--- src/hw/boot_image.hex ---
// One 32-bit word per line: upper half B007, lower half the word index
B0070000
B0070001
B0070002
B0070003
B0070004
B0070005
B0070006
B0070007
B0070008
B0070009
B007000A
B007000B
B007000C
B007000D
B007000E
B007000F
B0070010
B0070011
B0070012
B0070013
B0070014
B0070015
B0070016
B0070017
B0070018
B0070019
B007001A
B007001B
B007001C
B007001D
B007001E
B007001F
--- src/hw/soc_mem_pkg.sv ---
// Address map, widths and shared types of the on-chip memory subsystem
// Region bases must be aligned to their region size
package soc_mem_pkg;

    localparam int ADDR_W = 32;
    localparam int DATA_W = 32;
    localparam int STRB_W = DATA_W / 8;

    localparam logic [ADDR_W-1:0] BOOT_BASE = 32'h0000_0000;
    localparam int BOOT_ADDR_W = 12;        // 4 KiB of byte offset
    localparam int BOOT_WORDS = 1024;
    localparam string BOOT_IMAGE_FILE = "/design/src/hw/boot_image.hex";  // Relative to the project root

    localparam logic [ADDR_W-1:0] SYSCTRL_BASE = 32'h1000_0000;
    localparam int SYSCTRL_ADDR_W = 4;      // Four 32-bit registers
    localparam logic [DATA_W-1:0] SYSCTRL_ID = 32'h5EC0_0001;

    // Encodings follow the AXI response field
    typedef enum logic [1:0] {
        RESP_OKAY   = 2'b00,
        RESP_SLVERR = 2'b10,
        RESP_DECERR = 2'b11
    } axil_resp_e;

    typedef enum logic [1:0] {
        TGT_BOOT,
        TGT_SYSCTRL,
        TGT_NONE
    } target_e;

    typedef enum logic [1:0] {
        DEC_IDLE,
        DEC_BUSY,
        DEC_RESP
    } dec_state_e;

endpackage

--- src/hw/axil_sysctrl_regs.sv ---
// System-control registers: ID, scratch, cycle counter and one reserved word
// Offsets are word aligned; the low two address bits are ignored
`timescale 1ns/1ps

module axil_sysctrl_regs (
    input  logic                                   aclk,
    input  logic                                   aresetn,
    input  logic [soc_mem_pkg::SYSCTRL_ADDR_W-1:0] awaddr,
    input  logic                                   awvalid,
    output logic                                   awready,
    input  logic [soc_mem_pkg::DATA_W-1:0]         wdata,
    input  logic [soc_mem_pkg::STRB_W-1:0]         wstrb,
    input  logic                                   wvalid,
    output logic                                   wready,
    output soc_mem_pkg::axil_resp_e                bresp,
    output logic                                   bvalid,
    input  logic                                   bready,
    input  logic [soc_mem_pkg::SYSCTRL_ADDR_W-1:0] araddr,
    input  logic                                   arvalid,
    output logic                                   arready,
    output logic [soc_mem_pkg::DATA_W-1:0]         rdata,
    output soc_mem_pkg::axil_resp_e                rresp,
    output logic                                   rvalid,
    input  logic                                   rready
);
    import soc_mem_pkg::*;

    logic [SYSCTRL_ADDR_W-1:0] aw_addr_q;
    logic [DATA_W-1:0] w_data_q;
    logic [STRB_W-1:0] w_strb_q;
    logic [DATA_W-1:0] scratch;
    logic [DATA_W-1:0] cycle_cnt;
    logic aw_held;
    logic w_held;
    logic live;
    logic do_write;

    assign awready = live && !aw_held;
    assign wready = live && !w_held;
    assign arready = live && !rvalid;
    assign rresp = RESP_OKAY;
    assign do_write = aw_held && w_held && !bvalid;

    always_ff @(posedge aclk) begin
        if (!aresetn) begin
            live <= 1'b0;
            aw_held <= 1'b0;
            w_held <= 1'b0;
            bvalid <= 1'b0;
            rvalid <= 1'b0;
            scratch <= '0;
            cycle_cnt <= '0;
        end else begin
            live <= 1'b1;
            cycle_cnt <= cycle_cnt + 1'b1;    // Free running, wraps silently
            if (awvalid && awready) begin
                aw_held <= 1'b1;
            end
            if (wvalid && wready) begin
                w_held <= 1'b1;
            end
            if (bvalid && bready) begin
                bvalid <= 1'b0;
                aw_held <= 1'b0;
                w_held <= 1'b0;
            end else if (do_write) begin
                bvalid <= 1'b1;
            end
            // Only the scratch word takes write data
            if (do_write && aw_addr_q[SYSCTRL_ADDR_W-1:2] == 2'd1) begin
                for (int b = 0; b < STRB_W; b++) begin
                    if (w_strb_q[b]) begin
                        scratch[8*b +: 8] <= w_data_q[8*b +: 8];
                    end
                end
            end
            if (arvalid && arready) begin
                rvalid <= 1'b1;
            end else if (rvalid && rready) begin
                rvalid <= 1'b0;
            end
        end
    end

    always_ff @(posedge aclk) begin
        if (awvalid && awready) begin
            aw_addr_q <= awaddr;
        end
        if (wvalid && wready) begin
            w_data_q <= wdata;
            w_strb_q <= wstrb;
        end
        if (do_write) begin
            bresp <= (aw_addr_q[SYSCTRL_ADDR_W-1:2] == 2'd0) ? RESP_SLVERR : RESP_OKAY;
        end
        if (arvalid && arready) begin
            case (araddr[SYSCTRL_ADDR_W-1:2])
                2'd0: rdata <= SYSCTRL_ID;
                2'd1: rdata <= scratch;
                2'd2: rdata <= cycle_cnt;
                default: rdata <= '0;         // Reserved word
            endcase
        end
    end

endmodule

--- config.mk ---
export PLATFORM = sky130hd
export DESIGN_NAME = axil_sysctrl_regs
export DESIGN_NICKNAME = d
export VERILOG_FILES = /design/src/hw/soc_mem_pkg.sv /design/src/hw/axil_sysctrl_regs.sv
export SDC_FILE = /design/constraint.sdc
export NUM_CORES = 1
export LEC_CHECK = 0
export BUFFER_PORTS_ARGS = -buffer_cell sky130_fd_sc_hd__buf_4
export CORE_ASPECT_RATIO = 1.75
export CORE_MARGIN = 2
export CORE_UTILIZATION = 40
export CTS_BUF_LIST = sky130_fd_sc_hd__clkbuf_8 sky130_fd_sc_hd__clkbuf_16
export CTS_CLUSTER_DIAMETER = 80
export DETAILED_ROUTE_END_ITERATION = 16
export HOLD_SLACK_MARGIN = 0.1
export PLACE_DENSITY_LB_ADDON = 0.15
export SYNTH_ARGS = -nofsm -noshare
export SYNTH_HDL_FRONTEND = slang
export SYNTH_SLANG_ARGS = --single-unit
--- constraint.sdc ---
create_clock -name aclk -period 2.4 [get_ports aclk]
set_input_delay 0.36 -clock aclk [delete_from_list [all_inputs] [get_ports aclk]]
set_output_delay 0.36 -clock aclk [all_outputs]
set_load 0.005 [all_outputs]
==> metrics, run 1 <==
Clock Skews 0.0111 ns; Fin. Hold Viols 0; synth top area cells edfxtp_1 (40%), dfxtp_1 (26%), a21oi_1 (4.1%); Setup violations, final 0; Root Buffer clkbuf_16; die height ~160 microns; H-tree levels 4; Post-Synthesis Cells 459; gpl congestion 0.830; Post-Route WL approximately 10 mm; CTS tree done; Synth async-reset ratio 0; Setup WS pre-CTS between 0.4 and 0.5 ns; Max Cap Violations 0; vias in the first global route 3468; first-pass GRT wire length about 17 mm; synthesized cell area 5310 sq um; fin cells 735; row count 55; placed insts 700; leading area contributor after synthesis edfxtp_1; Slew headroom 0.663; Clock Latency Late Sink 0.42 ns; Final WS setup 0.436 ns; layout net count 603; Worst EP required 2.68 ns; Die Wd 91.1 microns; Synth top cells by count edfxtp_1 (71), dfxtp_1 (69), nand2_1 (52); grt total ovfl 0; Die ar. 14200 sq um; DRT antenna net count 0; IO buf count 84; Total Neg Setup Slack 0 ns; vias 3614; Max Freq ~500 MHz; synth warn 0; WL/cell 14.1 microns; Mapped Avg Cell Area 11.6 sq um; Post-DP Area 6140 sq um; share of layout cells above drive strength 1 0.222; Post-CTS Resized 0; Non-Filler Cell Area, Final 6740 sq um; Core Area 12900 sq um; Syn-to-layout area delta 27.0%; HP Class input pin to flip-flop; Pre-antenna DRT Iters 4; Final Max Slew Viols 0; Worst Setup End Kind flip-flop; drt drc 0; area of the multi-input gates 1690 sq um; RSZ-0062 raised after global routing no; Yosys top cell area share 0.402; filler instances about 1200; Initial Util 0.410; crit share post-route 0.818; ant diodes 0; worst path arrival time 2.25 ns; initial antenna violation count 0; clk slew on worst S/H paths 0.06 ns; sequential element share of the synthesized area 0.662; CP max FO 6; # IOs a little over 90; Seq cells post-synth 140; register area about 3500 sq um; worst hold slack 0.118 ns; Worst setup SP type flip-flop; kind of critical path flip-flop to flip-flop; detailed placer's ending HPWL 7.55 mm; largest net degree at the start of global routing 42; vias per inst 4.92; 1st-iter DRT viols ~230; outcome complete, no violations; min Tclk post-route 1.96 ns; Bufs on Longest Clock Path 2; Yosys cell types 33; leakage power 2.49 nW; IR drop worst, VDD 0.501 mV; Least-Margin Pin Slew 0.504 ns; Most used DFF post-synth edfxtp_1; gr usage total 0.153; EDFF count, synth 71; cts bufs inserted 17; Sink Count 140; pwr dens roughly 790 nW/um^2; most common cell in the netlist edfxtp_1
timing repair:
action | in CTS | in global routing
hold buffers | 0 | 3
buffers inserted | 0 | 0
endpoints found under the hold margin | 0 | 3
per-stage QoR:
| step | util | total power [W] |
|---|---|---|
| floorplan | - | 0.00274 |
| global placement | 0.475 | 0.00286 |
| detailed placement | 0.475 | 0.00287 |
| CTS | 0.519 | 0.00537 |
| global route | 0.521 | 0.00549 |
| finish | 0.521 | 0.00531 |
final timing paths:
kind                      from             to  slack [ns]  depth (start not counted)
setup / recovery  cycle_cnt[0]  cycle_cnt[28]        0.44                          6
hold / removal        wdata[7]    w_data_q[7]        0.12                          1
setup reg to reg  cycle_cnt[0]  cycle_cnt[28]        0.44                          6
hold reg to reg    scratch[26]    scratch[26]        0.46                          2
flip-flops by register name, indices dropped and copies added, names as in the netlist:
signal,cells
w_held,1
aw_addr_q,2
rdata,32
live,1
w_strb_q,4
w_data_q,32
aw_held,1
bvalid,1
bresp,1
cycle_cnt,32
rvalid,1
scratch,32
report_power, final:
part | total [W] | switching (W) | internal (W) | leakage [nW]
Combinational | 0.000210 | 0.000103 | 0.000108 | 0.962
Clock | 0.00249 | 0.000909 | 0.00158 | 0.296
Sequential | 0.00261 | 0.0000280 | 0.00258 | 1.23
placed cells by master (no fill, tap or decap), types with 5 or more instances in the layout:
| cell type | synthesis | layout |
|---|---|---|
| a21oi_1 | 44 | 44 |
| nand3_1 | 44 | 44 |
| xnor2_1 | 11 | 11 |
| inv_1 | 3 | 8 |
| buf_4 | 4 | 92 |
| nor2b_1 | 13 | 13 |
| nand4_1 | 5 | 5 |
| a22o_1 | 24 | 24 |
| clkbuf_16 | 0 | 17 |
| dfxtp_1 | 69 | 69 |
| nand2_1 | 52 | 52 |
| edfxtp_1 | 71 | 71 |
| nor4_1 | 5 | 5 |
| and4_1 | 6 | 6 |
| nand2b_1 | 9 | 9 |
| nor2_1 | 33 | 33 |
| and2_1 | 10 | 10 |
| xor2_1 | 14 | 14 |
cell families after synthesis:
| logic type | count (synthesis) | synth area share |
|---|---|---|
| AO/OA/AOI/OAI | 74 | 0.0881 |
| XOR/XNOR | 25 | 0.0412 |
| adder cells (fa/ha/maj) | 1 | 0.00236 |
| buffers and inverters | 29 | 0.0233 |
| flip-flops | 140 | 0.662 |
| other | 1 | 0.000706 |
| AND/OR/NAND/NOR | 189 | 0.183 |
worst max-delay path, cell delays in order (launching register included):
cell and delay (ns):
dfxtp_1 0.40, ha_1 0.22, and4_1 0.29, nand3_1 0.22, nor4_1 0.46, xnor2_1 0.18
nor2_1 0.06
per-layer routing:
layer / global-route usage / up-vias / part of all wire
met4: 0.0722 / 0 / 0.020
met5: 0 / - / 0
met1: 0.174 / 1704 / 0.42
met2: 0.266 / 79 / 0.52
li1: - / 1814 / -
met3: 0.0414 / 17 / 0.038
area by class of cell:
class | count | area share
tap | 171 | 0.0317
timing repair buffer | 96 | 0.110
sequential | 140 | 0.521
inverter | 4 | 0.00223
clock buffer | 20 | 0.0692
clock inverter | 12 | 0.0160
multi-input combinational | 292 | 0.250
No activity file was read; power rests on OpenSTA's default activity.
==> run 2: changes to the inputs <==
Clock period 2.4 ns to 1.8 ns, I/O delays scaled along.
==> run 2 against run 1 <==
  * Clock skew decreased by 0.0024 ns
  * Count of clock-buffer cells in the layout down 2
  * Via count up 5.2%
  * Routed wire length is 7.2% higher
  * Register-to-register slack worse by 0.33 ns
  * Die area unchanged
  * Total power rose by 43%
  * Fmax rose by 16%
  * Clock power up 50%
  * Design area up 8.2%
  * Non-clock buffer count is 41 higher
  * Worst setup slack worse by 0.33 ns
  * Largest power group is now the clock network
==> metrics, run 2 (synthesis results as in run 1) <==
drt drc 0 (unchanged); die height 156 microns (unchanged); kind of critical path flip-flop to flip-flop (unchanged); min Tclk post-route 1.70 ns (was 1.96 ns); first-pass GRT wire length 17.9 mm (was 17.0 mm); GR Util met3 0.0380 (was 0.0414); Core Area 12900 sq um (unchanged); DRT antenna net count 0 (unchanged); cell breakdown of the critical path and4_2 > and4_1 > nand4_4 > or3_1 > a21oi_1 (was ha_1 > and4_1 > nand3_1 > nor4_1 > xnor2_1 > nor2_1); Clock Power Share 0.493 (was 0.469); Sink Count 140 (unchanged); worst path arrival time 2.04 ns (was 2.25 ns); largest net degree at the start of global routing 38 (was 42); clk slew on worst S/H paths 0.06 ns (about the same); vias in the first global route 3710 (was 3468); IR drop worst, VDD 0.647 mV (was 0.501 mV); detailed placer's ending HPWL 7.75 mm (was 7.55 mm); NetSw 0.00152 W (was 0.00104 W); slowest CP cell dfxtp_1 (was nor4_1); worst reg-to-reg path cell count 5 (was 6); initial antenna violation count 0 (unchanged); cts bufs inserted 17 (unchanged); Cell Int Power 0.00605 W (was 0.00427 W); gpl congestion 0.823 (was 0.830); Die Wd 91.1 microns (unchanged); Max Cap Violations 0 (unchanged); Setup violations, final 0 (unchanged); CP max FO 5 (was 6); H-tree levels 4 (unchanged); leakage power 2.72 nW (was 2.49 nW); CP top delay family simple AND/OR/NAND/NOR gates (unchanged); Post-Route WL 11.1 mm (was 10.4 mm); Post-DP Area 6220 sq um (was 6140 sq um); Initial Util 0.410 (unchanged); share of layout cells above drive strength 1 0.236 (was 0.222); crit share post-route 0.944 (was 0.818); WL/cell 14.3 microns (was 14.1 microns); Max Freq 589 MHz (was 509 MHz); vias 3803 (was 3614); row count 55 (unchanged); Sw Ratio 0.201 (was 0.196); postcts setup bufs 0 (unchanged); outcome complete, no violations (unchanged); 1st-iter DRT viols 167 (was 234); Worst EP required 2.14 ns (was 2.68 ns); Fin. Hold Viols 0 (unchanged); vias per inst 4.90 (was 4.92); Crit path depth 5 (was 6); fin util 0.564 (was 0.521); layout net count 644 (was 603); Die ar. 14200 sq um (unchanged); Clock Skews 0.00864 ns (was 0.0111 ns); filler instances 1129 (was 1207); Bufs on Longest Clock Path 2 (unchanged); Non-Filler Cell Area, Final 7300 sq um (was 6740 sq um); met2 Use GR 0.289 (was 0.266); hold path cells 3 (was 1); # IOs 92 (unchanged); Pre-antenna DRT Iters 4 (unchanged); worst path bufs/invs 0 (unchanged); ant diodes 0 (unchanged); HP Class input pin to flip-flop (unchanged); CP peak stage delay 0.40 ns (was 0.46 ns); grt total ovfl 0 (unchanged); gr usage total 0.162 (was 0.153); Root Buffer clkbuf_16 (unchanged); Clock Latency Late Sink 0.41 ns (was 0.42 ns); Comb power frac 0.048 (was 0.040); GRT Max-Usage Layer met2 (unchanged); met1 Use GR 0.182 (was 0.174); Syn-to-layout area delta 37.4% (was 27.0%); most common cell after layout, fill and taps aside buf_4 (unchanged); Flop pwr share 0.459 (was 0.491); pwr dens 1040 nW/um^2 (was 787 nW/um^2); Worst Setup End Kind flip-flop (unchanged); Worst setup SP type flip-flop (unchanged); most frequent cells in the layout buf_4 (94), edfxtp_1 (71), dfxtp_1 (68) (was buf_4 (92), edfxtp_1 (71), dfxtp_1 (69)); IO buf count 84 (unchanged); Final Max Slew Viols 0 (unchanged); CTS tree done (unchanged)
==> run 2: timing repair <==
action | in CTS | in global routing
endpoints found under the hold margin | 39 | 0
endpoints found under the setup margin | 1 | 8
hold buffers | 39 | 0
pin swaps | 0 | 0
resized for setup | 1 | 8
==> run 2: worst min-delay path, delay by kind of cell <==
kind	cells	cell delay (ns)
simple gates	1	0.09
compound gates	1	0.06
buf+inv	1	0.08
==> run 2: area by class of cell <==
type	count	area (sq um)	share of cell area
sequential	140	3510	0.482
multi-input combinational	292	1740	0.238
timing repair buffer	137	1180	0.161
clock buffer	18	450	0.0617
tap	171	214	0.0293
clock inverter	14	191	0.0262
inverter	4	15.0	0.00206
==> run 2: stage by stage <==
stage | TNS, ns | std cells | hold WS, ns | worst slack, ns | total power, W
2_1_floorplan | 0 | 461 | 0.298 | 0.0783 | 0.00365
3_3_place_gp | 0 | 705 | 0.448 | 0.0941 | 0.00383
3_5_place_dp | 0 | 705 | 0.449 | 0.000512 | 0.00384
4_1_cts | 0 | 776 | 0.122 | 0.00247 | 0.00764
5_1_grt | -0.00822 | 776 | 0.152 | -0.00822 | 0.00779
6_report | 0 | 776 | 0.135 | 0.101 | 0.00757
==> run 2: power groups by stage <==
stage | combinational (W) | clock, W | sequential [W]
after floorplan | 0.000119 | 0 | 0.00353
after global placement | 0.000293 | 0 | 0.00354
after detailed placement | 0.000299 | 0 | 0.00354
after CTS | 0.000367 | 0.00380 | 0.00348
after global routing | 0.000395 | 0.00391 | 0.00348
final | 0.000363 | 0.00373 | 0.00347
==> run 2: final timing paths <==
check	from	end	slack (ns)
worst max-delay path	cycle_cnt[9]	cycle_cnt[31]	0.10
worst min-delay path	bready	bvalid	0.13
worst max register to register	cycle_cnt[9]	cycle_cnt[31]	0.10
worst min register to register	scratch[0]	scratch[0]	0.46
==> run 2: per-layer routing <==
layer  routed length (microns)  up-vias  part of all wire
li1                          -     1899                 -
met1                      4580     1785              0.41
met2                      5860       98              0.53
met3                       408       21             0.037
met4                       240        0             0.022
met5                         0        -                 0
