<file path="config.mk">
export PLATFORM = sky130hd
export DESIGN_NAME = axil_addr_decoder
export DESIGN_NICKNAME = d
export VERILOG_FILES = /design/src/hw/soc_mem_pkg.sv /design/src/hw/axil_addr_decoder.sv
export SDC_FILE = /design/constraint.sdc
export NUM_CORES = 1
export LEC_CHECK = 0
export ABC_AREA = 1
export BUFFER_PORTS_ARGS = -buffer_cell sky130_fd_sc_hd__buf_2
export CAP_MARGIN = 25
export CELL_PAD_IN_SITES_DETAIL_PLACEMENT = 0
export CELL_PAD_IN_SITES_GLOBAL_PLACEMENT = 1
export CORE_AREA = 2 2 137 139
export DETAILED_ROUTE_END_ITERATION = 10
export DIE_AREA = 0 0 139 141
export MAX_ROUTING_LAYER = met4
export PLACE_DENSITY = 0.88
export RECOVER_POWER = 50
export SLEW_MARGIN = 10
export SYNTH_ARGS = -nofsm -noshare
export SYNTH_HDL_FRONTEND = slang
export SYNTH_SLANG_ARGS = --single-unit
</file>
<file path="constraint.sdc">
create_clock -name aclk -period 2.7 [get_ports aclk]
set_input_delay 0.27 -clock aclk [delete_from_list [all_inputs] [get_ports aclk]]
set_output_delay 0.27 -clock aclk [all_outputs]
set_load 0.02 [all_outputs]
</file>
<file path="src/hw/boot_image.hex">
// One 32-bit word per line: upper half B007, lower half the word index
B0070000
B0070001
B0070002
B0070003
B0070004
B0070005
B0070006
B0070007
B0070008
B0070009
B007000A
B007000B
B007000C
B007000D
B007000E
B007000F
B0070010
B0070011
B0070012
B0070013
B0070014
B0070015
B0070016
B0070017
B0070018
B0070019
B007001A
B007001B
B007001C
B007001D
B007001E
B007001F
</file>
<file path="src/hw/soc_mem_pkg.sv">
// Address map, widths and shared types of the on-chip memory subsystem
// Region bases must be aligned to their region size
package soc_mem_pkg;

    localparam int ADDR_W = 32;
    localparam int DATA_W = 32;
    localparam int STRB_W = DATA_W / 8;

    localparam logic [ADDR_W-1:0] BOOT_BASE = 32'h0000_0000;
    localparam int BOOT_ADDR_W = 12;        // 4 KiB of byte offset
    localparam int BOOT_WORDS = 1024;
    localparam string BOOT_IMAGE_FILE = "/design/src/hw/boot_image.hex";  // Relative to the project root

    localparam logic [ADDR_W-1:0] SYSCTRL_BASE = 32'h1000_0000;
    localparam int SYSCTRL_ADDR_W = 4;      // Four 32-bit registers
    localparam logic [DATA_W-1:0] SYSCTRL_ID = 32'h5EC0_0001;

    // Encodings follow the AXI response field
    typedef enum logic [1:0] {
        RESP_OKAY   = 2'b00,
        RESP_SLVERR = 2'b10,
        RESP_DECERR = 2'b11
    } axil_resp_e;

    typedef enum logic [1:0] {
        TGT_BOOT,
        TGT_SYSCTRL,
        TGT_NONE
    } target_e;

    typedef enum logic [1:0] {
        DEC_IDLE,
        DEC_BUSY,
        DEC_RESP
    } dec_state_e;

endpackage

</file>
<file path="src/hw/axil_addr_decoder.sv">
// Routes one AXI-Lite master to the boot memory and the register block by address
// One transaction per direction at a time; unmapped addresses answer DECERR here
`timescale 1ns/1ps

module axil_addr_decoder (
    input  logic                                   aclk,
    input  logic                                   aresetn,
    input  logic [soc_mem_pkg::ADDR_W-1:0]         s_axil_awaddr,
    input  logic                                   s_axil_awvalid,
    output logic                                   s_axil_awready,
    input  logic [soc_mem_pkg::DATA_W-1:0]         s_axil_wdata,
    input  logic [soc_mem_pkg::STRB_W-1:0]         s_axil_wstrb,
    input  logic                                   s_axil_wvalid,
    output logic                                   s_axil_wready,
    output soc_mem_pkg::axil_resp_e                s_axil_bresp,
    output logic                                   s_axil_bvalid,
    input  logic                                   s_axil_bready,
    input  logic [soc_mem_pkg::ADDR_W-1:0]         s_axil_araddr,
    input  logic                                   s_axil_arvalid,
    output logic                                   s_axil_arready,
    output logic [soc_mem_pkg::DATA_W-1:0]         s_axil_rdata,
    output soc_mem_pkg::axil_resp_e                s_axil_rresp,
    output logic                                   s_axil_rvalid,
    input  logic                                   s_axil_rready,
    output logic [soc_mem_pkg::BOOT_ADDR_W-1:0]    boot_awaddr,
    output logic                                   boot_awvalid,
    input  logic                                   boot_awready,
    output logic [soc_mem_pkg::DATA_W-1:0]         boot_wdata,
    output logic [soc_mem_pkg::STRB_W-1:0]         boot_wstrb,
    output logic                                   boot_wvalid,
    input  logic                                   boot_wready,
    input  soc_mem_pkg::axil_resp_e                boot_bresp,
    input  logic                                   boot_bvalid,
    output logic                                   boot_bready,
    output logic [soc_mem_pkg::BOOT_ADDR_W-1:0]    boot_araddr,
    output logic                                   boot_arvalid,
    input  logic                                   boot_arready,
    input  logic [soc_mem_pkg::DATA_W-1:0]         boot_rdata,
    input  soc_mem_pkg::axil_resp_e                boot_rresp,
    input  logic                                   boot_rvalid,
    output logic                                   boot_rready,
    output logic [soc_mem_pkg::SYSCTRL_ADDR_W-1:0] sys_awaddr,
    output logic                                   sys_awvalid,
    input  logic                                   sys_awready,
    output logic [soc_mem_pkg::DATA_W-1:0]         sys_wdata,
    output logic [soc_mem_pkg::STRB_W-1:0]         sys_wstrb,
    output logic                                   sys_wvalid,
    input  logic                                   sys_wready,
    input  soc_mem_pkg::axil_resp_e                sys_bresp,
    input  logic                                   sys_bvalid,
    output logic                                   sys_bready,
    output logic [soc_mem_pkg::SYSCTRL_ADDR_W-1:0] sys_araddr,
    output logic                                   sys_arvalid,
    input  logic                                   sys_arready,
    input  logic [soc_mem_pkg::DATA_W-1:0]         sys_rdata,
    input  soc_mem_pkg::axil_resp_e                sys_rresp,
    input  logic                                   sys_rvalid,
    output logic                                   sys_rready
);
    import soc_mem_pkg::*;

    dec_state_e wr_state;
    dec_state_e rd_state;
    target_e wr_tgt;
    target_e rd_tgt;
    target_e wr_dec;
    target_e rd_dec;
    logic [ADDR_W-1:0] awaddr_q;
    logic [BOOT_ADDR_W-1:0] araddr_q;    // Offset only, the region is kept in rd_tgt
    logic [DATA_W-1:0] wdata_q;
    logic [STRB_W-1:0] wstrb_q;
    logic live;
    logic aw_held;
    logic w_held;
    logic aw_sent;
    logic w_sent;
    logic ar_sent;
    logic tgt_bvalid;
    logic tgt_rvalid;

    function automatic target_e decode(input logic [ADDR_W-1:0] addr);
        if (addr[ADDR_W-1:BOOT_ADDR_W] == BOOT_BASE[ADDR_W-1:BOOT_ADDR_W]) begin
            return TGT_BOOT;
        end
        if (addr[ADDR_W-1:SYSCTRL_ADDR_W] == SYSCTRL_BASE[ADDR_W-1:SYSCTRL_ADDR_W]) begin
            return TGT_SYSCTRL;
        end
        return TGT_NONE;
    endfunction

    assign wr_dec = decode(awaddr_q);
    assign rd_dec = decode(s_axil_araddr);

    assign s_axil_awready = live && wr_state == DEC_IDLE && !aw_held;
    assign s_axil_wready = live && wr_state == DEC_IDLE && !w_held;
    assign s_axil_bvalid = wr_state == DEC_RESP;
    assign s_axil_arready = live && rd_state == DEC_IDLE;
    assign s_axil_rvalid = rd_state == DEC_RESP;

    // Forwarded payloads carry only the offset inside the region
    assign boot_awaddr = awaddr_q[BOOT_ADDR_W-1:0];
    assign sys_awaddr = awaddr_q[SYSCTRL_ADDR_W-1:0];
    assign boot_wdata = wdata_q;
    assign sys_wdata = wdata_q;
    assign boot_wstrb = wstrb_q;
    assign sys_wstrb = wstrb_q;
    assign boot_araddr = araddr_q;
    assign sys_araddr = araddr_q[SYSCTRL_ADDR_W-1:0];

    assign boot_awvalid = wr_state == DEC_BUSY && wr_tgt == TGT_BOOT && !aw_sent;
    assign boot_wvalid = wr_state == DEC_BUSY && wr_tgt == TGT_BOOT && !w_sent;
    assign boot_bready = wr_state == DEC_BUSY && wr_tgt == TGT_BOOT;
    assign sys_awvalid = wr_state == DEC_BUSY && wr_tgt == TGT_SYSCTRL && !aw_sent;
    assign sys_wvalid = wr_state == DEC_BUSY && wr_tgt == TGT_SYSCTRL && !w_sent;
    assign sys_bready = wr_state == DEC_BUSY && wr_tgt == TGT_SYSCTRL;
    assign boot_arvalid = rd_state == DEC_BUSY && rd_tgt == TGT_BOOT && !ar_sent;
    assign boot_rready = rd_state == DEC_BUSY && rd_tgt == TGT_BOOT;
    assign sys_arvalid = rd_state == DEC_BUSY && rd_tgt == TGT_SYSCTRL && !ar_sent;
    assign sys_rready = rd_state == DEC_BUSY && rd_tgt == TGT_SYSCTRL;

    assign tgt_bvalid = (wr_tgt == TGT_BOOT) ? boot_bvalid : sys_bvalid;
    assign tgt_rvalid = (rd_tgt == TGT_BOOT) ? boot_rvalid : sys_rvalid;

    always_ff @(posedge aclk) begin
        if (!aresetn) begin
            live <= 1'b0;
            wr_state <= DEC_IDLE;
            rd_state <= DEC_IDLE;
            aw_held <= 1'b0;
            w_held <= 1'b0;
            aw_sent <= 1'b0;
            w_sent <= 1'b0;
            ar_sent <= 1'b0;
        end else begin
            live <= 1'b1;
            if (s_axil_awvalid && s_axil_awready) begin
                aw_held <= 1'b1;
            end
            if (s_axil_wvalid && s_axil_wready) begin
                w_held <= 1'b1;
            end
            if ((boot_awvalid && boot_awready) || (sys_awvalid && sys_awready)) begin
                aw_sent <= 1'b1;
            end
            if ((boot_wvalid && boot_wready) || (sys_wvalid && sys_wready)) begin
                w_sent <= 1'b1;
            end
            if ((boot_arvalid && boot_arready) || (sys_arvalid && sys_arready)) begin
                ar_sent <= 1'b1;
            end
            case (wr_state)
                DEC_IDLE: begin
                    if (aw_held && w_held) begin
                        wr_state <= (wr_dec == TGT_NONE) ? DEC_RESP : DEC_BUSY;
                    end
                end
                DEC_BUSY: begin
                    if (tgt_bvalid) begin
                        wr_state <= DEC_RESP;
                    end
                end
                default: begin
                    if (s_axil_bready) begin
                        wr_state <= DEC_IDLE;
                        aw_held <= 1'b0;
                        w_held <= 1'b0;
                        aw_sent <= 1'b0;
                        w_sent <= 1'b0;
                    end
                end
            endcase
            case (rd_state)
                DEC_IDLE: begin
                    if (s_axil_arvalid && s_axil_arready) begin
                        rd_state <= (rd_dec == TGT_NONE) ? DEC_RESP : DEC_BUSY;
                    end
                end
                DEC_BUSY: begin
                    if (tgt_rvalid) begin
                        rd_state <= DEC_RESP;
                    end
                end
                default: begin
                    if (s_axil_rready) begin
                        rd_state <= DEC_IDLE;
                        ar_sent <= 1'b0;
                    end
                end
            endcase
        end
    end

    // DECERR and zero data are preset here and replaced by the target's answer when mapped
    always_ff @(posedge aclk) begin
        if (s_axil_awvalid && s_axil_awready) begin
            awaddr_q <= s_axil_awaddr;
        end
        if (s_axil_wvalid && s_axil_wready) begin
            wdata_q <= s_axil_wdata;
            wstrb_q <= s_axil_wstrb;
        end
        if (wr_state == DEC_IDLE && aw_held && w_held) begin
            wr_tgt <= wr_dec;
            s_axil_bresp <= RESP_DECERR;
        end
        if (wr_state == DEC_BUSY && tgt_bvalid) begin
            s_axil_bresp <= (wr_tgt == TGT_BOOT) ? boot_bresp : sys_bresp;
        end
        if (s_axil_arvalid && s_axil_arready) begin
            araddr_q <= s_axil_araddr[BOOT_ADDR_W-1:0];
            rd_tgt <= rd_dec;
            s_axil_rdata <= '0;
            s_axil_rresp <= RESP_DECERR;
        end
        if (rd_state == DEC_BUSY && tgt_rvalid) begin
            s_axil_rdata <= (rd_tgt == TGT_BOOT) ? boot_rdata : sys_rdata;
            s_axil_rresp <= (rd_tgt == TGT_BOOT) ? boot_rresp : sys_rresp;
        end
    end

    // At most one target sees a request on each channel
    assert property (@(posedge aclk) disable iff (!aresetn)
        !((boot_awvalid && sys_awvalid) || (boot_wvalid && sys_wvalid) ||
          (boot_arvalid && sys_arvalid)));

endmodule

</file>
==> summary.txt, run 1 <==
Global route
  • Met1 GRT Util: 16.3%
  • Initial antenna violation count: 0
  • Layer carrying the most global-route usage: met2
  • GRT Total Usage: 14.5%
  • Grt ovf: 0
  • First-pass GRT wire length: 21000 um
  • Met2 Use GR: 24.2%
  • M3 GR Usage: 4.11%
  • Vias in the first global route: 4036
  • Largest net degree at the start of global routing: 38

Floorplan
  • Total die area: 19600 um^2
  • Die width: 139 um
  • Site Rows: 50
  • Core Box Area: 18300 um^2
  • Initial Util: 30.3%
  • Die Ht: 141 um
  • I/O Pins: 344

Power and ir drop
  • NetSw: 1.28 mW
  • Sequential fraction of design power: 46.6%
  • IR drop worst, VDD: 0.394 mV
  • Clk pwr share: 42.9%
  • Power Density: 675 nW/um^2
  • Internal power: 3.78 mW
  • Combinational Power Share: 10.4%
  • Leakage Power: 3.27 nW
  • Power, Total: 5.07 mW
  • Switching Share: 25.3%

STA
  • Fmax achieved: 472 MHz
  • Final Hold Viols: 0
  • Final period utilization: 78.4%
  • # setup viols final: 0
  • Period minus WS final: 2.12 ns
  • Actual slew at the worst max-slew pin: 0.522 ns
  • Final Skew: 0.00932 ns
  • Slew Viols, Final: 0
  • Setup TNS: 0 ns
  • Slew HR: 65.1%
  • Hold slack: 0.0277 ns
  • RSZ-0062 raised after global routing: no

Critical path
  • Crit path kind: flop to flop
  • Arrival time at the worst endpoint: 2.17 ns
  • Max FO, Critical Path: 37
  • Nature of the critical path endpoint: flop
  • Startpoint Class: flop
  • CP required: 2.75 ns

Flow run
  • Max-cap violations: 0

Synthesis
  • Syn_nets: 672
  • Mux contribution to synthesized area: 0%
  • Post-Syn Instances: 483
  • Syn avg cell area: 11.4 um^2
  • Most frequent cell after synthesis: edfxtp_1
  • Simple-gate share of the synthesized area: 14.7%
  • FF+latch count, synth: 130
  • Post-Synth XOR/XNOR Area: 0%
  • Synth unique cells: 30
  • Synth cell count leaders: edfxtp_1, nand2_1, buf_4
  • Main synth FF type: edfxtp_1
  • Post-synth EDFFs: 120
  • Synth Area in Adders: 0%
  • Largest cells by area after synthesis: edfxtp_1, nand2_1, buf_4
  • Compound-Gate Fraction of Synth Area: 4.35%
  • Leading area contributor after synthesis: edfxtp_1
  • Post-synth top area share: 65.2%
  • Post-Synthesis Cell Area: 5530 um^2
  • Combinational family with the most area after synthesis: simple AND/OR/NAND/NOR gates
  • Fraction of the yosys area taken by sequential cells: 68.8%
  • Asr flop ratio synth: 0%
  • Synth warn: 0

Route
  • Vias: 4395
  • First DRT Iteration DRCs: 184
  • WL/cell: 14.1 um
  • DRT Pass-1 Iters: 4
  • DRC viols: 0
  • Post-DRT Antenna Nets: 0
  • Vias per cell: 4.25
  • Post-Route WL: 14600 um

Clocking
  • Worst skew pair latency: 0.41 ns
  • TritonCTS Buffers: 17
  • Clk pin slew, worst setup/hold paths: 0.06 ns
  • Sink Count: 130
  • CTS tree: built
  • Post_cts resized: 0
  • CTS HTree Levels: 4
  • CTS Buffer Depth: 2
  • Root Buffer: clkbuf_16

Layout
  • Share of layout cells above drive strength 1: 33.0%
  • Ant diodes: 0
  • Area grow syn2layout: 35.9%
  • Cell area after layout: 7510 um^2
  • Final nets: 975

Placement
  • Routability cong.: 0.848
  • DPL Wire Length: 11200 um
  • IO Port Bufs: 343
  • Placed inst area: 7090 um^2

Status
  • Status: finished, final reports clean

Min path
  • Min-Delay Path Class: input pin to flop
critical path, cell delays in order, from the launching register on:
cell,delay [ns]
edfxtp_1,0.48
nor2_8,0.10
inv_6,0.22
nand2_2,0.08
nand2_2,0.09
nand2_4,0.23
nand2_2,0.14
buf_4,0.40
worst paths after layout:
path / startpoint / endpoint / slack [ns] / cells past startpoint
worst min register to register: aw_held / aw_held / 0.50 / 2
worst max register to register: rd_tgt[1] / s_axil_rdata[28] / 0.58 / 7
worst max-delay path: rd_tgt[1] / s_axil_rdata[28] / 0.58 / 7
worst min-delay path: s_axil_awaddr[15] / awaddr_q[15] / 0.03 / 1
final cells by class:
| cell class | count | area, um^2 |
|---|---|---|
| Fill cell | 1831 | 10800 |
| Timing Repair Buffer | 349 | 1610 |
| Multi-Input combinational cell | 239 | 1050 |
| Sequential cell | 130 | 3800 |
| Inverter | 49 | 189 |
| Clock buffer | 18 | 429 |
| Clock inverter | 14 | 130 |
| Tap cell | 234 | 293 |
kinds of logic (layout without fill, tap and decap cells):
logic type             Yosys count  count (layout)
buffers and inverters          114             430
and+or+nand+nor                193             193
DFF                            130             130
AOI/OAI and AO/OA               46              46
cells in the final DEF, fill, tap and decap left out, types with 2 or more instances in the layout:
cell and instances:
o211ai_1 3, buf_2 219, nand3_1 9, clkinvlp_4 2
buf_4 4, clkbuf_1 124, nor2_1 45, clkinv_4 3
nand2_1 117, inv_6 5, clkinv_1 2, dlygate4sd3_1 2
or2_2 2, edfxtp_1 120, nand2_2 3, clkbuf_16 17
nor3_2 2, o21ai_0 5, nor3_1 4, and2_1 4
inv_1 47, dfxtp_1 10, a21oi_1 35
flip-flops by register name (all words and copies together), names as in the netlist, 2 cells and up:
| name | count |
|---|---|
| rd_state | 2 |
| s_axil_bresp | 2 |
| awaddr_q | 32 |
| wr_state | 2 |
| boot_araddr | 12 |
| boot_wdata | 32 |
| s_axil_rdata | 32 |
| wr_tgt | 2 |
| boot_wstrb | 4 |
| rd_tgt | 2 |
| s_axil_rresp | 2 |
per-layer routing:
| layer | vias to the layer above | routed length (um) |
|---|---|---|
| met4 | 0 | 259 |
| met2 | 201 | 7520 |
| met3 | 15 | 1010 |
| met5 | - | 0 |
| li1 | 2149 | - |
| met1 | 2030 | 5820 |
repair_timing:
action / in CTS / in global routing
hold buffers: 0 / 2
hold endpoints to repair: 0 / 2
setup buffers: 0 / 0
power groups by stage:
stage / Clock (mW) / Sequential, mW / Combinational (mW)
finish: 2.17 / 2.36 / 0.529
detailed placement: 0 / 2.40 / 0.557
global route: 2.32 / 2.37 / 0.575
global placement: 0 / 2.40 / 0.550
floorplan: 0 / 2.48 / 0.240
CTS: 2.24 / 2.36 / 0.558
per-stage QoR:
step                util [%]  worst slack, ns  cells
finish                  41.1            0.583   1033
global route            41.1            0.393   1033
CTS                     41.8            0.510   1031
detailed placement      38.8            0.590    999
global placement        38.8            0.623    999
floorplan                  -            0.294    483
No activity file was read; power rests on OpenSTA's default activity.
==> inputs of run 2 (changes only) <==
==> constraint.sdc (replaced) <==
create_clock -name aclk -period 2.14 [get_ports aclk]
set_input_delay 0.214 -clock aclk [delete_from_list [all_inputs] [get_ports aclk]]
set_output_delay 0.214 -clock aclk [all_outputs]
set_load 0.02 [all_outputs]
==> summary.txt, run 2 (synthesis gave the netlist of run 1 again) <==
Status
  • Status: finished, final reports clean

Critical path
  • Crit path cell chain: inv_1 -> nor2_1 -> inv_1 -> nor3_2 -> inv_1 -> nor2_1 -> buf_2
  • Crit path largest cell delay: 0.37 ns (-0.11 ns)
  • Arrival time at the worst endpoint: 1.75 ns (-0.42 ns)
  • Max FO, Critical Path: 4 (-89%)
  • Nature of the critical path endpoint: output pin
  • Critical Path Most Common Cell: inv_1
  • Slowest cell on the critical path: dfxtp_1
  • CP top delay family: simple AND/OR/NAND/NOR gates
  • Worst R2R End: s_axil_rdata[21]
  • Depth of the most critical reg-to-reg path: 7 (unchanged)
  • Startpoint Class: flop
  • Buf+Inv Stages, Crit Path: 4 (+2)
  • Crit path kind: flop to output pin
  • FF-to-FF setup slack: 0.34 ns (-0.24 ns)
  • RR Startpoint: rd_tgt[1]
  • CP required: 1.93 ns (-0.82 ns)

Placement
  • Routability cong.: 0.842 (-0.77%)
  • Placed instance count: 1000 (+0.10%)
  • IO Port Bufs: 343 (unchanged)
  • DP Worst Slack: 0.355 ns (-0.235 ns)
  • DPL Wire Length: 11400 um (+1.8%)

Route
  • Vias per cell: 4.18 (-1.7%)
  • Post-Route WL: 15900 um (+8.9%)
  • DRT Pass-1 Iters: 4 (unchanged)
  • Vias: 4665 (+6.1%)
  • Post-DRT Antenna Nets: 0 (unchanged)
  • WL/cell: 14.3 um (+0.91%)
  • First DRT Iteration DRCs: 222 (+21%)
  • DRC viols: 0 (unchanged)

Floorplan
  • Core Box Area: 18300 um^2 (unchanged)
  • I/O Pins: 344 (unchanged)
  • Die Ht: 141 um (unchanged)
  • Initial Util: 30.3% (unchanged)
  • Total die area: 19600 um^2 (unchanged)
  • Site Rows: 50 (unchanged)
  • Die width: 139 um (unchanged)

Layout
  • Area occupied by multi-input gates: 1060 um^2 (+0.24%)
  • Most common cell after layout, fill and taps aside: buf_2
  • Final Util: 46.2% (+5.1 points)
  • FILL cells: 1744 (-4.8%)
  • Non-filler cells in the finished layout: 1115 (+7.9%)
  • Final nets: 1055 (+8.2%)
  • Area grow syn2layout: 52.6%
  • Share of layout cells above drive strength 1: 30.1% (-2.9 points)
  • Register area: 3800 um^2 (unchanged)
  • Commonest non-fill, non-tap cells in the layout: buf_2, clkbuf_1, edfxtp_1

STA
  • Hold slack: 0.0977 ns (+0.0700 ns)
  • # setup viols final: 0 (unchanged)
  • Setup ws final: 0.181 ns (-0.402 ns)
  • Final period utilization: 91.5%
  • Period minus WS final: 1.96 ns
  • Final Skew: 0.0108 ns (+0.00148 ns)
  • Fmax achieved: 510 MHz
  • Final Hold Viols: 0 (unchanged)
  • Slew HR: 62.6% (-2.5 points)
  • Slew Viols, Final: 0 (unchanged)
  • Actual slew at the worst max-slew pin: 0.560 ns (+0.0378 ns)

Clocking
  • Sink Count: 130 (unchanged)
  • TritonCTS Buffers: 17 (unchanged)
  • Post-CTS setup buffer count: 0 (unchanged)
  • Worst skew pair latency: 0.41 ns (about the same)
  • CTS HTree Levels: 4 (unchanged)
  • Root Buffer: clkbuf_16
  • CTS Buffer Depth: 2 (unchanged)
  • Post_cts resized: 0 (unchanged)
  • Clk pin slew, worst setup/hold paths: 0.06 ns (about the same)
  • CTS tree: built

Power and ir drop
  • Sequential fraction of design power: 42.7% (-3.9 points)
  • Clk pwr share: 45.8% (+2.9 points)
  • NetSw: 1.63 mW (+27%)
  • Power Density: 827 nW/um^2 (+23%)
  • Internal power: 5.34 mW (+41%)
  • Combinational Power Share: 11.5% (+1.1 points)
  • Switching Share: 23.4% (-2.0 points)
  • IR drop worst, VDD: 0.487 mV (+24%)
  • Power, Total: 6.97 mW (+38%)
  • Leakage Power: 3.65 nW (+12%)

Min path
  • Hold EP: aw_sent
  • WHS Path Cells: 5 (+4)
  • Min-Delay Path Class: input pin to flop
  • Hold path startpoint: sys_awready

Global route
  • GRT Total Usage: 15.8% (+1.3 points)
  • First-pass GRT wire length: 23400 um (+12%)
  • Grt ovf: 0 (unchanged)
  • Largest net degree at the start of global routing: 38 (unchanged)
  • Initial antenna violation count: 2 (+2)
  • Vias in the first global route: 4529 (+12%)

Flow run
  • Max-cap violations: 0 (unchanged)
[run 2: cell count changes in the layout (fill, tap and decap cells not counted), moves of 3 or more]
cell and change:
bufinv_16 +4, buf_12 +3, clkbuf_1 +5, inv_6 -3, dlygate4sd3_1 +79
[run 2: layout make-up]
| class | instances | area share [%] |
|---|---|---|
| Multi-Input combinational cell | 239 | 12.5 |
| Tap cell | 234 | 3.47 |
| Clock inverter | 12 | 2.45 |
| Inverter | 49 | 2.24 |
| Timing Repair Buffer | 429 | 29.0 |
| Clock buffer | 20 | 5.18 |
| Antenna cell | 2 | 0.0593 |
| Sequential cell | 130 | 45.1 |
[run 2: repair_timing]
action,4_1_cts,5_1_grt
hold buffers,81,0
setup endpoints to repair,0,0
endpoints found under the hold margin,81,0
[run 2: metal layers]
metal  GRT usage, %  wire (um)
met4           5.37        237
met3           4.55       1070
met1           18.0       6300
met2           26.8       8300
met5              -          0
[run 2: power by group through the flow]
stage	Clock [mW]	Sequential, mW	Combinational (mW)
3_3_place_gp	0	3.03	0.709
2_1_floorplan	0	3.13	0.303
4_1_cts	3.25	2.98	0.835
6_report	3.19	2.98	0.800
5_1_grt	3.37	2.99	0.867
3_5_place_dp	0	3.03	0.719
[run 2: worst max path at each step]
stage | start | end | slack [ns] | cells after the start
after global routing | wr_state[0] | sys_awvalid | -0.006 | 7
after CTS | wr_state[0] | sys_awvalid | 0.09 | 7
after floorplan | wr_state[1] | boot_wdata[0] | 0.09 | 4
after global placement | rd_tgt[1] | s_axil_rdata[29] | 0.40 | 7
after detailed placement | rd_tgt[1] | s_axil_rdata[21] | 0.36 | 7
final | wr_state[0] | sys_awvalid | 0.18 | 7
[run 2: per-stage QoR]
stage / setup TNS (ns) / instance area (um^2)
6_report: 0 / 8430
4_1_cts: 0 / 8590
2_1_floorplan: 0 / 5530
3_3_place_gp: 0 / 7130
3_5_place_dp: 0 / 7130
5_1_grt: -0.00578 / 8430
[run 2: worst reg2reg max path: stages (launching register included)]
cell      delay (ns)
edfxtp_1        0.49
nor2_8          0.23
inv_6           0.14
nand2_2         0.09
nand2_2         0.07
nand2_4         0.10
buf_4           0.31
a21oi_1         0.10
==> inputs of run 3 (changes only) <==
==> constraint.sdc (replaced) <==
create_clock -name aclk -period 1.9 [get_ports aclk]
set_input_delay 0.19 -clock aclk [delete_from_list [all_inputs] [get_ports aclk]]
set_output_delay 0.19 -clock aclk [all_outputs]
set_load 0.02 [all_outputs]
==> summary.txt, run 3 (synthesis gave the netlist of run 1 again) <==
Power and ir drop
  • Leakage Power: 3.58 nW (-1.9%)
  • IR drop worst, VDD: 0.570 mV (+17%)
  • Power, Total: 7.36 mW (+5.6%)
  • Power Density: 885 nW/um^2 (+7.0%)

Placement
  • DPL Wire Length: 11600 um (+1.4%)
  • IO Port Bufs: 343 (unchanged)
  • Routability cong.: 0.801 (-4.8%)

Floorplan
  • Initial Util: 30.3% (unchanged)
  • Total die area: 19600 um^2 (unchanged)
  • Die Ht: 141 um (unchanged)
  • Die width: 139 um (unchanged)
  • I/O Pins: 344 (unchanged)
  • Core Box Area: 18300 um^2 (unchanged)
  • Site Rows: 50 (unchanged)

Critical path
  • Crit path cell chain: buf_4 -> nor4_1 -> buf_2
  • CP top delay family: flip-flops
  • Startpoint Class: flop
  • Crit path kind: flop to output pin
  • CP required: 1.71 ns (-0.22 ns)
  • RR Startpoint: rd_tgt[1]
  • Arrival time at the worst endpoint: 1.59 ns (-0.16 ns)
  • Slowest cell on the critical path: edfxtp_1
  • Crit path largest cell delay: 0.47 ns (+0.10 ns)
  • Crit. Startpoint: rd_tgt[1]
  • Buf+Inv Stages, Crit Path: 2 (-2)
  • Max FO, Critical Path: 2 (-2)
  • Nature of the critical path endpoint: output pin

Clocking
  • Root Buffer: clkbuf_16
  • Sink Count: 130 (unchanged)
  • CTS tree: built
  • Worst skew pair latency: 0.41 ns (about the same)
  • CTS Buffer Depth: 2 (unchanged)
  • TritonCTS Buffers: 17 (unchanged)
  • CTS HTree Levels: 4 (unchanged)
  • Clk pin slew, worst setup/hold paths: 0.06 ns (about the same)

Route
  • First DRT Iteration DRCs: 204 (-8.1%)
  • Vias per cell: 4.27 (+2.1%)
  • Post-DRT Antenna Nets: 0 (unchanged)
  • DRC viols: 0 (unchanged)
  • Post-Route WL: 16300 um (+2.5%)
  • WL/cell: 14.7 um (+2.8%)
  • DRT Pass-1 Iters: 4 (unchanged)
  • Vias: 4748 (+1.8%)

STA
  • Fmax achieved: 561 MHz
  • Slew HR: 63.5% (+0.92 points)
  • # setup viols final: 0 (unchanged)
  • Slew Viols, Final: 0 (unchanged)
  • Actual slew at the worst max-slew pin: 0.546 ns (-0.0138 ns)
  • Final period utilization: 93.8%
  • Final Skew: 0.00920 ns (-0.00160 ns)
  • Setup TNS: 0 ns (unchanged)
  • Period minus WS final: 1.78 ns
  • RSZ-0062 raised after global routing: no
  • Final Hold Viols: 0 (unchanged)

Layout
  • Final nets: 1053 (-0.19%)
  • Commonest non-fill, non-tap cells in the layout: buf_2, clkbuf_1, edfxtp_1
  • Share of layout cells above drive strength 1: 30.6% (+0.45 points)
  • Most common cell after layout, fill and taps aside: buf_2
  • Area grow syn2layout: 50.6%
  • Final Util: 45.6% (-0.60 points)

Global route
  • GRT Total Usage: 16.5% (+0.74 points)
  • Initial antenna violation count: 2 (unchanged)
  • Vias in the first global route: 4639 (+2.4%)
  • Largest net degree at the start of global routing: 38 (unchanged)
  • Grt ovf: 0 (unchanged)
  • First-pass GRT wire length: 24300 um (+3.9%)

Flow run
  • Max-cap violations: 0 (unchanged)

Min path
  • Min-Delay Path Class: input pin to flop
  • Hold path startpoint: sys_rresp[0]

Status
  • Status: finished, final reports clean
-- run 3: cell types whose count changed in the layout (fill, tap and decap cells not counted), moves of 3 or more --
cell       before  now
buf_12          3    0
nor2_1         45   42
buf_4           2    5
nor2_2          1    4
bufinv_16       5    1
inv_6           2    5
buf_2         217  211
-- run 3: final cells by class --
cell class              count  area [um^2]
repair buffers            427         2390
inverters                  49          189
multi-input cells         239         1080
well taps                 234          293
fillers                  1715         9940
clock buffers              18          429
clock inverters            13          128
flip-flops and latches    130         3800
diodes                      2         5.00
-- run 3: path summary, 6_finish.rpt --
kind,endpoint,slack (ns),cells past startpoint
max,sys_arvalid,0.12,3
min,s_axil_rresp[0],0.07,3
max reg2reg,s_axil_rdata[27],0.17,6
min reg2reg,w_held,0.50,2
-- run 3: repair_timing --
action,CTS,global route
setup buffers,1,0
hold buffers,81,0
endpoints found under the hold margin,81,0
setup endpoints to repair,4,5
gates resized for setup,2,8
pin swaps,0,1
-- run 3: power by group --
group          internal (mW)  switching [mW]  leakage, nW
combinational          0.363           0.527         2.10
clock                   1.82            1.30        0.269
sequential              3.30          0.0583         1.21
total                   5.48            1.89         3.58
-- run 3: tightest hold or removal path, delay by kind of cell --
family,cells,cell delay [ns]
buffers and inverters,1,0.07
AND/OR/NAND/NOR,2,0.11
-- run 3: stage by stage --
stage,hold WS (ns),setup slack (ns),instance area [um^2],instances
after floorplan,0.218,0.0373,5540,483
after global placement,0.367,0.276,7090,998
after CTS,0.0551,0.0301,8470,1110
after detailed placement,0.368,0.235,7090,998
final,0.0744,0.119,8320,1112
after global routing,0.0700,0.0103,8320,1112
-- run 3: metal layers --
metal	wire (um)	global-route usage (%)	vias to the layer above	share of wire (%)
met1	6560	19.2	2222	40
met5	0	-	-	0
met4	291	6.17	0	1.8
li1	-	-	2312	-
met3	1120	5.03	26	6.9
met2	8330	27.1	188	51
